### src/logic/chess_board_pkg.sv
package chess_board_pkg;

	// one square holds {color, kind}
	typedef logic [3:0] piece_t;
	typedef logic [2:0] kind_t;

	typedef logic [2:0] file_t;
	typedef logic [2:0] rank_t;

	// {file, rank}, file a and rank 1 are zero
	typedef logic [5:0] square_t;

	// file a in the low 32 bits, rank r at bits 4r+3:4r within a file
	typedef logic [255:0] board_t;

	typedef logic [7:0] file_mask_t; // bit 0 is file a

	localparam logic WHITE = 1'b0;
	localparam logic BLACK = 1'b1;

	localparam kind_t EMPTY = 3'd0;
	localparam kind_t PAWN = 3'd1;
	localparam kind_t KNIGHT = 3'd2;
	localparam kind_t BISHOP = 3'd3;
	localparam kind_t ROOK = 3'd4;
	localparam kind_t QUEEN = 3'd5;
	localparam kind_t KING = 3'd6;

	function automatic square_t make_square(file_t f, rank_t r);
		return {f, r};
	endfunction

	function automatic piece_t piece_at(board_t b, file_t f, rank_t r);
		return b[{f, r, 2'b00} +: 4];
	endfunction

	// an empty square may carry either color bit
	function automatic logic is_empty(piece_t p);
		return p[2:0] == EMPTY;
	endfunction

endpackage

### src/logic/move_pkg.sv
package move_pkg;

	// from the top: invalid, promote, pawn move, pawn two squares,
	// en passant, castle, capture
	typedef logic [6:0] move_flags_t;

	// {flags, from square, to square}
	typedef logic [18:0] move_t;

	localparam move_flags_t CASTLE_FLAGS = 7'b000_0010;
	localparam move_flags_t EN_PASSANT_FLAGS = 7'b001_0101;
	localparam move_t INVALID_MOVE = {7'b100_0000, 6'o00, 6'o00};

	// slot 0 kingside, slot 1 queenside, then two slots per file
	localparam int SLOT_KING_CASTLE = 0;
	localparam int SLOT_QUEEN_CASTLE = 1;
	localparam int EN_PASSANT_BASE = 2;
	localparam int EN_PASSANT_COUNT = 16;
	localparam int CANDIDATE_COUNT = EN_PASSANT_BASE + EN_PASSANT_COUNT;

	typedef logic [CANDIDATE_COUNT-1:0] candidate_mask_t;

	function automatic move_t make_move(
		move_flags_t flags,
		chess_board_pkg::square_t from_sq,
		chess_board_pkg::square_t to_sq
	);
		return {flags, from_sq, to_sq};
	endfunction

endpackage

### src/logic/castling_check.sv
module castling_check (
	input chess_board_pkg::board_t board,
	input logic castle_king_ok,
	input logic castle_queen_ok,
	output move_pkg::move_t king_move,
	output move_pkg::move_t queen_move,
	output logic king_valid,
	output logic queen_valid
);
	import chess_board_pkg::*;
	import move_pkg::*;

	localparam square_t sq_c1 = 6'o20;
	localparam square_t sq_e1 = 6'o40;
	localparam square_t sq_g1 = 6'o60;

	piece_t home [8]; // white's back rank, a1 to h1
	logic king_home;

	always_comb begin
		for (int f = 0; f < 8; f++) begin
			home[f] = piece_at(board, file_t'(f), 3'd0);
		end
	end

	assign king_home = home[4] == {WHITE, KING};

	// check and attacked squares are not tested here
	assign king_valid = castle_king_ok && king_home
		&& is_empty(home[5]) && is_empty(home[6])
		&& home[7] == {WHITE, ROOK};

	assign queen_valid = castle_queen_ok && king_home
		&& is_empty(home[1]) && is_empty(home[2]) && is_empty(home[3])
		&& home[0] == {WHITE, ROOK};

	assign king_move = king_valid ? make_move(CASTLE_FLAGS, sq_e1, sq_g1) : INVALID_MOVE;
	assign queen_move = queen_valid ? make_move(CASTLE_FLAGS, sq_e1, sq_c1) : INVALID_MOVE;

endmodule

### src/logic/en_passant_finder.sv
module en_passant_finder (
	input chess_board_pkg::board_t board,
	input chess_board_pkg::file_mask_t en_passant_files,
	output move_pkg::move_t moves [move_pkg::EN_PASSANT_COUNT],
	output logic [move_pkg::EN_PASSANT_COUNT-1:0] valid
);
	import chess_board_pkg::*;
	import move_pkg::*;

	localparam rank_t rank_5 = 3'd4;
	localparam rank_t rank_6 = 3'd5;

	// file f gets two slots, 2f for the pawn on f-1 and 2f+1 for the pawn on f+1
	for (genvar f = 0; f < 8; f++) begin : g_file
		for (genvar s = 0; s < 2; s++) begin : g_side
			localparam int src = f - 1 + 2 * s;
			localparam int idx = 2 * f + s;

			if (src >= 0 && src < 8) begin : g_on_board
				logic hit;
				square_t from_sq;
				square_t to_sq;

				assign from_sq = make_square(file_t'(src), rank_5);
				assign to_sq = make_square(file_t'(f), rank_6);

				// black pawns beside the target file do not count
				assign hit = en_passant_files[f]
					&& piece_at(board, file_t'(src), rank_5) == {WHITE, PAWN};

				assign valid[idx] = hit;
				assign moves[idx] = hit ? make_move(EN_PASSANT_FLAGS, from_sq, to_sq)
					: INVALID_MOVE;
			end else begin : g_off_board
				assign valid[idx] = 1'b0; // no neighbour past the a or h file
				assign moves[idx] = INVALID_MOVE;
			end
		end
	end

endmodule

### src/logic/move_fifo.sv
module move_fifo #(
	parameter int depth = 32
) (
	input logic clk,
	input logic reset,
	input logic wr_en,
	input move_pkg::move_t wr_move,
	input logic rden,
	output move_pkg::move_t move_out,
	output logic empty
);
	import move_pkg::*;

	localparam int ptr_bits = $clog2(depth);
	localparam int count_bits = $clog2(depth + 1);

	move_t mem [depth];

	logic [ptr_bits-1:0] wr_ptr;
	logic [ptr_bits-1:0] rd_ptr;
	logic [count_bits-1:0] count;
	logic push;
	logic pop;

	assign pop = rden && !empty; // rden on an empty queue is dropped
	assign push = wr_en && (count < count_bits'(depth));

	always_ff @(posedge clk) begin
		if (push) begin
			mem[wr_ptr] <= wr_move;
		end
	end

	always_ff @(posedge clk) begin
		if (reset) begin
			wr_ptr <= '0;
			rd_ptr <= '0;
			count <= '0;
		end else begin
			if (push) begin
				wr_ptr <= (wr_ptr == ptr_bits'(depth - 1)) ? '0 : wr_ptr + 1'b1;
			end
			if (pop) begin
				rd_ptr <= (rd_ptr == ptr_bits'(depth - 1)) ? '0 : rd_ptr + 1'b1;
			end
			case ({push, pop})
				2'b10: count <= count + 1'b1;
				2'b01: count <= count - 1'b1;
				default: count <= count;
			endcase
		end
	end

	// head of queue shows without a read request
	assign move_out = mem[rd_ptr];
	assign empty = count == '0;

endmodule

### src/logic/move_serializer.sv
module move_serializer (
	input logic clk,
	input logic reset,
	input move_pkg::move_t castle_moves [2],
	input logic [1:0] castle_valid,
	input move_pkg::move_t en_passant_moves [move_pkg::EN_PASSANT_COUNT],
	input logic [move_pkg::EN_PASSANT_COUNT-1:0] en_passant_valid,
	output logic wr_en,
	output move_pkg::move_t wr_move,
	output logic done
);
	import move_pkg::*;

	localparam int slot_bits = $clog2(CANDIDATE_COUNT);

	typedef enum logic [1:0] {
		capture,
		emit,
		finished
	} state_t;

	state_t state;

	move_t candidates [CANDIDATE_COUNT];
	move_t slots [CANDIDATE_COUNT];
	candidate_mask_t candidate_valid;
	candidate_mask_t pending;
	logic [slot_bits-1:0] pick;

	always_comb begin
		candidates[SLOT_KING_CASTLE] = castle_moves[0];
		candidates[SLOT_QUEEN_CASTLE] = castle_moves[1];
		for (int i = 0; i < EN_PASSANT_COUNT; i++) begin
			candidates[EN_PASSANT_BASE + i] = en_passant_moves[i];
		end
	end

	assign candidate_valid = {en_passant_valid, castle_valid};

	// lowest pending slot wins
	always_comb begin
		pick = '0;
		for (int i = CANDIDATE_COUNT - 1; i >= 0; i--) begin
			if (pending[i]) begin
				pick = slot_bits'(i);
			end
		end
	end

	always_ff @(posedge clk) begin
		if (reset) begin
			state <= capture;
			pending <= '0;
		end else begin
			case (state)
				capture: begin
					pending <= candidate_valid; // board sampled once
					state <= emit;
				end
				emit: begin
					if (pending == '0) begin
						state <= finished;
					end else begin
						pending[pick] <= 1'b0;
					end
				end
				default: begin
					state <= finished; // holds until the next reset
				end
			endcase
		end
	end

	always_ff @(posedge clk) begin
		if (state == capture) begin
			slots <= candidates;
		end
	end

	assign wr_en = (state == emit) && (pending != '0);
	assign wr_move = slots[pick];
	assign done = state == finished;

endmodule

### src/logic/special_move_gen.sv
module special_move_gen #(
	parameter int fifo_depth = 32
) (
	input logic clk,
	input logic reset,
	input chess_board_pkg::board_t board,
	input logic castle_king_ok,
	input logic castle_queen_ok,
	input chess_board_pkg::file_mask_t en_passant_files,
	input logic rden,
	output move_pkg::move_t move_out,
	output logic fifo_empty,
	output logic done
);
	import move_pkg::*;

	move_t king_move;
	move_t queen_move;
	logic king_valid;
	logic queen_valid;
	move_t castle_moves [2];

	move_t en_passant_moves [EN_PASSANT_COUNT];
	logic [EN_PASSANT_COUNT-1:0] en_passant_valid;

	logic wr_en;
	move_t wr_move;

	castling_check i_castling_check (
		.board(board),
		.castle_king_ok(castle_king_ok),
		.castle_queen_ok(castle_queen_ok),
		.king_move(king_move),
		.queen_move(queen_move),
		.king_valid(king_valid),
		.queen_valid(queen_valid)
	);

	assign castle_moves[0] = king_move; // kingside first
	assign castle_moves[1] = queen_move;

	en_passant_finder i_en_passant_finder (
		.board(board),
		.en_passant_files(en_passant_files),
		.moves(en_passant_moves),
		.valid(en_passant_valid)
	);

	move_serializer i_move_serializer (
		.clk(clk),
		.reset(reset),
		.castle_moves(castle_moves),
		.castle_valid({queen_valid, king_valid}),
		.en_passant_moves(en_passant_moves),
		.en_passant_valid(en_passant_valid),
		.wr_en(wr_en),
		.wr_move(wr_move),
		.done(done)
	);

	move_fifo #(
		.depth(fifo_depth)
	) i_move_fifo (
		.clk(clk),
		.reset(reset),
		.wr_en(wr_en),
		.wr_move(wr_move),
		.rden(rden),
		.move_out(move_out),
		.empty(fifo_empty)
	);

endmodule

### config.mk
export PLATFORM = sky130hd
export DESIGN_NAME = special_move_gen
export DESIGN_NICKNAME = d
export VERILOG_FILES = /design/src/logic/chess_board_pkg.sv /design/src/logic/move_pkg.sv /design/src/logic/castling_check.sv /design/src/logic/en_passant_finder.sv /design/src/logic/move_fifo.sv /design/src/logic/move_serializer.sv /design/src/logic/special_move_gen.sv
export SDC_FILE = /design/constraint.sdc
export NUM_CORES = 1
export LEC_CHECK = 0
export BUFFER_PORTS_ARGS = -buffer_cell sky130_fd_sc_hd__buf_2
export CAP_MARGIN = 0
export CORE_MARGIN = 3
export CORE_UTILIZATION = 40
export CTS_BUF_LIST = sky130_fd_sc_hd__clkbuf_2 sky130_fd_sc_hd__clkbuf_4 sky130_fd_sc_hd__clkbuf_8
export CTS_CLUSTER_DIAMETER = 150
export CTS_CLUSTER_SIZE = 16
export DETAILED_ROUTE_END_ITERATION = 7
export PLACE_DENSITY = 0.55
export REMOVE_ABC_BUFFERS = 1
export SLEW_MARGIN = 20
export SYNTH_ARGS = -nofsm -noshare
export SYNTH_HDL_FRONTEND = slang
export SYNTH_HIERARCHICAL = 1
export SYNTH_SLANG_ARGS = --single-unit
### constraint.sdc
create_clock -name clk -period 12.9 [get_ports clk]
set_input_delay 3.225 -clock clk [delete_from_list [all_inputs] [get_ports clk]]
set_output_delay 3.225 -clock clk [all_outputs]
set_load 0.005 [all_outputs]
==> results list, run 1 <==
- Fraction of layout cells with a size suffix above 1: 16.5%
- Routability-driven placement finished with a final weighted congestion of 0.859.
- Timing analysis after detailed placement gives a worst setup slack of 5.93 ns.
- Nature of the critical path endpoint: output port
- The worst setup path is launched from a flop.
* Initial core utilization: 40.7%
* Clock insertion delay at the later pin of the skew report: 0.71 ns
* Post-DRT Antenna Nets: 0
- The number of max-slew violations in the final report is 0.
* DRC violations left: 0
- Dividing total power by cell area gives a power density of 205 mW/mm^2.
- Combinational family with the most area after synthesis: multiplexers
- The mapped netlist covers 0.0418 mm^2.
- Count of synthesis-stage warnings from yosys: 6
* Area of the die: 0.108 mm^2
* Number of sinks handled by clock tree synthesis: 991
- Top-Level Pins: 290
- H-tree Lvls: 3
- Clock Skew: 0.0464 ns
- Register clock-pin slew on the reported worst setup and hold paths: 0.12 ns
* DR vias: 20900
- STA puts the critical path data arrival time at 4.45 ns.
* Overall die width: 329 um
- Final sum of negative setup slack: 0 ns
- In the synthesized netlist, mux cells make up 9.84% of the area.
- Synthesized-area fraction occupied by ao, oa, aoi and oai cells: 6.12%
* Mean area per synthesized cell: 16.0 um^2
- Path type of the worst min-delay path: flop to flop
* Count of endpoints failing hold in the final timing report: 0
* Number of enable-type register cells in the synthesized netlist: 950
* Register area: 0.0294 mm^2
- Sequential cells account for 52.7% of the total power.
- The synthesized netlist devotes 0.299% of its cell area to adder and majority cells.
* Count of distinct cell types in the synthesized netlist: 77
- Combined area of the multi-input logic cells: 0.0102 mm^2
* Top post-synthesis cells by area: sky130_fd_sc_hd__edfxtp_1, sky130_fd_sc_hd__buf_4, sky130_fd_sc_hd__mux2i_1, sky130_fd_sc_hd__mux4_2, sky130_fd_sc_hd__a22oi_1
- Total CTS buffers: 71
- Count of filler cells inserted in the layout: 9223
- # resized after CTS: 0
- Share of async-settable or async-resettable flops after synthesis: 0%
* DR pass1 iterations: 5
- Counting I/O delays and the setup requirement, the final critical path takes 7.68 ns.
- Sw power: 2.97 mW
- Clock root cell: sky130_fd_sc_hd__clkbuf_8
- Wire length of the first global-routing pass: 134 mm
- Area growth syn-to-layout: 4.01%
- Once layout is complete, the utilization of the core stands at 42.3%.
* Setup CP Type: flop to output port
* Post-synthesis share of cell area spent on xor and xnor gates: 0.0837%
* Total global-route track usage: 16.4%
- The worst path meets setup with 5.22 ns of slack.
* Routed Wire Length: 89.4 mm
- At the worst endpoint, the required time is 9.68 ns.
- In this run the tool buffered the top-level ports with 92 buffer cells.
* VDD IR-drop max: 170 uV
* Violation count after the first detailed-routing iteration: 1882
* Fin nets: 2834
* Number of buffers inserted by hold repair at cts: 0
- Detailed placement ended at an HPWL of 53.3 mm.
* Fraction of power consumed by the clock network: 17.8%
* Number of maximum-capacitance violations: 0
* FF-to-FF setup slack: 7.73 ns
- Gate power share: 29.6%
- Switching share of power: 33.3%
* Setup repair after global routing missed its margin: no
* Post-detailed-route wirelength per cell: 22.6 um
* Core Box Area: 0.103 mm^2
- The run finished with clean final reports.
- For the pin with the worst max-slew slack, the measured transition is 1.20 ns.
- Post-Synth Simple-Gate Area: 5.81%
- The number of setup buffers added after CTS is 0.
* Initial antenna violation count: 4
- Dividing the final minimum period by the clock period gives 59.5%.
- Vias per Instance: 5.27
- Relative slew slack: 19.9%
- Yosys top cell by area: sky130_fd_sc_hd__edfxtp_1
- Total Power: 8.92 mW
* Mapped Cells: 2613
- Die boundary height: 329 um
- For this run, the top clock speed supported by timing is 0.130 GHz.
* Leakage dissipation: 14.1 nW
- Register area share after synthesis: 70.2%
* Top fanout value on the critical path: 139
* Worst-case clock buffer depth: 3
* Placement Rows: 117
- Setup-violating endpoint count in the final report: 0
- WHS: 0.512 ns
- Entering global routing, the biggest net connects 140 pins.
* Number of flip-flops and latches in the synthesized netlist: 991
- Fraction of synthesized cell area taken by the top area cell type: 68.2%
* Total overflow reported by the global router: 0
* Internal Power: 5.95 mW
- Top flip-flop cell by instance count after synthesis: sky130_fd_sc_hd__edfxtp_1
- Clock tree from TritonCTS: done
* Vias in the first global route: 21300
-- placed cells by master, fill, tap and decap left out, types with 23 or more instances in the layout --
master                     netlist  final
sky130_fd_sc_hd__mux2i_1       223    223
sky130_fd_sc_hd__a22oi_1       126    126
sky130_fd_sc_hd__nand2_1       121    120
sky130_fd_sc_hd__a31oi_1        25     25
sky130_fd_sc_hd__buf_2          49     92
sky130_fd_sc_hd__a21oi_1        60     59
sky130_fd_sc_hd__buf_4         344     58
sky130_fd_sc_hd__dfxtp_1        41     39
sky130_fd_sc_hd__nand3_1        85     85
sky130_fd_sc_hd__nor2_1         78     45
sky130_fd_sc_hd__edfxtp_1      950    950
sky130_fd_sc_hd__mux4_2         76     76
sky130_fd_sc_hd__conb_1          3    195
sky130_fd_sc_hd__clkbuf_4        0     30
sky130_fd_sc_hd__clkbuf_8        0     73
sky130_fd_sc_hd__nand4_1        26     26
sky130_fd_sc_hd__o21ai_0        24     23
sky130_fd_sc_hd__nor2_2          0     26
-- state kept, by name (all words and copies together), names as in the netlist, named ones only --
signal and flops:
i_move_serializer/pending 18, i_move_fifo/wr_ptr 5, i_move_serializer/slots 342, i_move_fifo/mem 608, i_move_fifo/rd_ptr 5, i_move_fifo/count 6, i_move_serializer/state 2
-- path summary, 6_finish.rpt --
kind | from | depth (start not counted) | end
worst min-delay path | i_move_serializer/pending[17] | 2 | i_move_serializer/pending[17]
worst max-delay path | flop | 6 | move_out[14]
worst min register to register | i_move_serializer/pending[17] | 2 | i_move_serializer/pending[17]
worst max register to register | i_move_serializer/pending[10] | 14 | i_move_fifo/count[4]
-- Yosys cell counts, types with 17 or more instances --
library cell	count
sky130_fd_sc_hd__a21oi_1	60
sky130_fd_sc_hd__a22oi_1	126
sky130_fd_sc_hd__a31oi_1	25
sky130_fd_sc_hd__buf_2	49
sky130_fd_sc_hd__buf_4	344
sky130_fd_sc_hd__clkbuf_1	68
sky130_fd_sc_hd__dfxtp_1	41
sky130_fd_sc_hd__edfxtp_1	950
sky130_fd_sc_hd__mux2i_1	223
sky130_fd_sc_hd__mux4_2	76
sky130_fd_sc_hd__nand2_1	121
sky130_fd_sc_hd__nand3_1	85
sky130_fd_sc_hd__nand4_1	26
sky130_fd_sc_hd__nor2_1	78
sky130_fd_sc_hd__nor3_1	20
sky130_fd_sc_hd__o21ai_0	24
sky130_fd_sc_hd__o22ai_1	17
-- metal layers --
metal	global-route usage, %	wire length [um]
met1	21.9	38500
met2	28.1	44400
met3	2.34	4310
met4	4.68	2210
met5	0	13
-- logic make-up after synthesis --
group,Yosys count
AOI/OAI and AO/OA,355
xor gates and xnor gates,4
adders and majority gates,10
buffers and inverters,489
DFF,991
muxes,314
other,3
and+or+nand+nor,447
-- final cells by class --
cell class / count / share of cell area (%)
multi-input combinational: 1325 / 23.3
clock inverter: 5 / 0.109
antenna: 1 / 0.00575
sequential: 991 / 67.5
tap: 1368 / 3.93
timing repair buffer: 152 / 2.17
inverter: 14 / 0.138
clock buffer: 103 / 2.83
-- metrics by stage --
stage          std cells  area, um^2
3_5_place_dp        3849       42200
4_1_cts             3957       43400
5_1_grt             3959       43500
3_3_place_gp        3849       42200
2_1_floorplan       2330       39400
6_report            3959       43500
-- critical path: stages (launching register included) --
cell	delay [ns]
sky130_fd_sc_hd__dfxtp_4	0.82
sky130_fd_sc_hd__buf_4	0.74
sky130_fd_sc_hd__buf_12	0.65
sky130_fd_sc_hd__mux4_2	0.41
sky130_fd_sc_hd__a22oi_1	0.40
sky130_fd_sc_hd__nand4_1	0.22
sky130_fd_sc_hd__buf_2	0.19
-- power groups by stage --
stage	clock, mW	sequential [mW]	combinational (mW)
final	1.58	4.70	2.64
after global routing	1.78	4.73	2.88
after floorplan	0	4.90	1.64
after CTS	1.65	4.71	2.66
after global placement	0	4.77	2.55
after detailed placement	0	4.79	2.65
Note: power is estimated with default switching activity, not from simulation.
==> run 2, diff against run 1 <==
Clock period 12.9 ns to 7.1 ns, I/O delays scaled along.
==> run 2 against run 1 <==
Net effect: utilization rose by 0.090 points; sequential cell count unchanged; sequential share of layout area decreased by 0.14 points; routed wire length rose by 0.27%; via count increased by 0.82%; critical endpoint is now move_out[17]; largest cell class unchanged; highest routed layer unchanged.
==> results list, run 2 (synthesis results as in run 1) <==
- Nature of the critical path endpoint: output port
- Clock latency on the worst-skew pair, taken at its later pin, is 0.70 ns.
- FF-to-FF setup slack: 1.95 ns
* Routed Wire Length: 89.6 mm
- Top flop regs: i_move_fifo/mem (608), i_move_serializer/slots (342), i_move_serializer/pending (18)
* WHS: 0.530 ns
- After detailed routing, the met2 layer carries 44.6 mm of wire.
- Vias in the first global route: 21300
- i_move_fifo/mem holds more flip-flops than any other register.
* Power per cell area: 374 mW/mm^2
* Top-Level Pins: 290
- Required arrival time at the worst endpoint: 5.33 ns
- In this run the worst setup path terminates at move_out[17].
- The H-tree was split into 3 levels.
- Setup violations remaining at the end of the flow were counted as 0.
* Clock Skew: 0.0419 ns
* Run status: finished, final reports clean
* Number of buffers inserted by hold repair at cts: 0
- Dpl ws: 2.10 ns
* DR pass1 iterations: 7
- M1 WL: 38.9 mm
- The routed design uses 3.91 mm of met3 wire.
- Area of the die: 0.108 mm^2
- Traced cell by cell, the critical path runs through buf_4 -> mux4_2 -> a22oi_1 -> nand4_1 -> buf_2.
- In this run the clock root is driven by a sky130_fd_sc_hd__clkbuf_8.
- Max stage delay on crit path: 0.71 ns
- Once routing completed, OpenROAD measured the worst setup slack at 1.77 ns.
* Setup CP Type: flop to output port
* Post-route cell area: 0.0436 mm^2
- Relative slew slack: 26.5%
- For the worst flop-to-flop path, the logic depth is 14.
- Once layout is complete, the utilization of the core stands at 42.4%.
- Most common cell after layout, fill and taps aside: sky130_fd_sc_hd__edfxtp_1
- Global routing consumed, over all layers together, 16.4% of the routing resources.
- Once placement finished, the instance area stood at 0.0422 mm^2.
- Arrival time at the worst endpoint: 3.55 ns
- Core Box Area: 0.103 mm^2
- IO buf count: 92
- In this run, CTS created clock tree buffers numbering 71.
- Count of endpoints failing hold in the final timing report: 0
- The min-delay analysis places its worst path in the category flop to flop.
- Category of the worst setup path launch point: flop
* Register clock-pin slew on the reported worst setup and hold paths: 0.11 ns
- CTS saw 991 sinks.
- Vias per Instance: 5.31
* Top fanout value on the critical path: 44
- Post-detailed-route wirelength per cell: 22.6 um
- After legalization and detailed placement, the total HPWL measured 54.7 mm.
* Routability congestion estimate: 0.850
- Max Freq: 0.188 GHz
* Total overflow reported by the global router: 0
- Endpoint of the most critical register-to-register path: i_move_fifo/count[4]
* Initial antenna violation count: 4
- Transition time at the pin with the least slew margin: 1.10 ns
- Fraction of layout cells with a size suffix above 1: 16.8%
- Number of maximum-capacitance violations: 0
- DRC violations left: 0
- For this configuration, the core starts out at a cell density of 40.7%.
* Setup repair after global routing missed its margin: no
- Leakage dissipation: 14.2 nW
* Top library cells by usage in the layout, fill and taps aside: sky130_fd_sc_hd__edfxtp_1, sky130_fd_sc_hd__mux2i_1, sky130_fd_sc_hd__conb_1
* Combined area of the multi-input logic cells: 0.0102 mm^2
* Fin crit period: 5.33 ns
- The number of max-slew violations in the final report is 0.
- Post-CTS setup buffer count: 0
- The highest layer touched by signal routing is met5.
- From bottom edge to top edge, the die measures 329 um.
* Violation count after the first detailed-routing iteration: 1838
- Clock tree from TritonCTS: done
- Area growth syn-to-layout: 4.23%
* DR vias: 21100
- The first global-routing pass estimated 134 mm of wire.
- The initialized floorplan defines 117 standard-cell rows.
* Overall die width: 329 um
- The worst path uses 75.0% of the clock period.
* Register area: 0.0294 mm^2
* Maximum number of pins on one net before global-route repair: 173
- In this run the deepest clock path goes through 3 buffers.
- Worst r2r src: i_move_serializer/pending[10]
- # resized after CTS: 0
* Number of flip-flops under the largest register name: 608
- Post-DRT Antenna Nets: 0
- Count of filler cells inserted in the layout: 9248
- Library cell contributing the largest single delay on the critical path: sky130_fd_sc_hd__buf_4
* Fin nets: 2836
- IR analysis of the VDD net gives a maximum drop of 244 uV.
## run 2: layout make-up
cell class                 instances  share of cell area (%)
sequential                       991                    67.3
antenna                            1                 0.00574
tap                             1368                    3.93
multi-input combinational       1325                    23.4
inverter                          14                   0.149
clock buffer                     110                    2.94
timing repair buffer             154                    2.18
clock inverter                     5                   0.109
## run 2: per-layer routing
| layer | global-route usage, % | up-vias |
|---|---|---|
| met3 | 2.18 | 119 |
| li1 | - | 9529 |
| met4 | 4.48 | 2 |
| met1 | 21.9 | 10900 |
| met2 | 28.1 | 551 |
| met5 | 0 | - |
## run 2: through the flow
step                       TNS, ns  total power, mW  instances
final                            0             16.3       3968
after global routing             0             17.1       3968
after CTS                        0             16.5       3967
after detailed placement         0             13.6       3852
after global placement           0             13.3       3852
after floorplan           -1110.15             11.9       2330
## run 2: power by group
part	leakage (nW)	switching, mW	total (mW)	internal, mW
Clock	0.716	1.75	2.92	1.16
Combinational	4.26	3.46	4.82	1.36
Sequential	9.21	0.229	8.56	8.33
## run 2: worst min-delay path by stage
stage,start,end,slack [ns],cells after the start
3_3_place_gp,i_move_serializer/pending[16],i_move_serializer/pending[16],0.49,2
3_5_place_dp,i_move_serializer/pending[16],i_move_serializer/pending[16],0.51,2
2_1_floorplan,i_move_serializer/pending[17],i_move_serializer/pending[17],0.45,2
4_1_cts,i_move_serializer/pending[17],i_move_serializer/pending[17],0.53,2
6_report,i_move_serializer/pending[17],i_move_serializer/pending[17],0.53,2
5_1_grt,i_move_serializer/pending[17],i_move_serializer/pending[17],0.58,2
## run 2: worst max-delay path: cells and delay by family (launching register included)
kind            cells  cell delay (ns)
simple gates        1             0.32
compound gates      1             0.45
mux                 1             0.61
buf+inv             2             0.93
flops               1             0.45
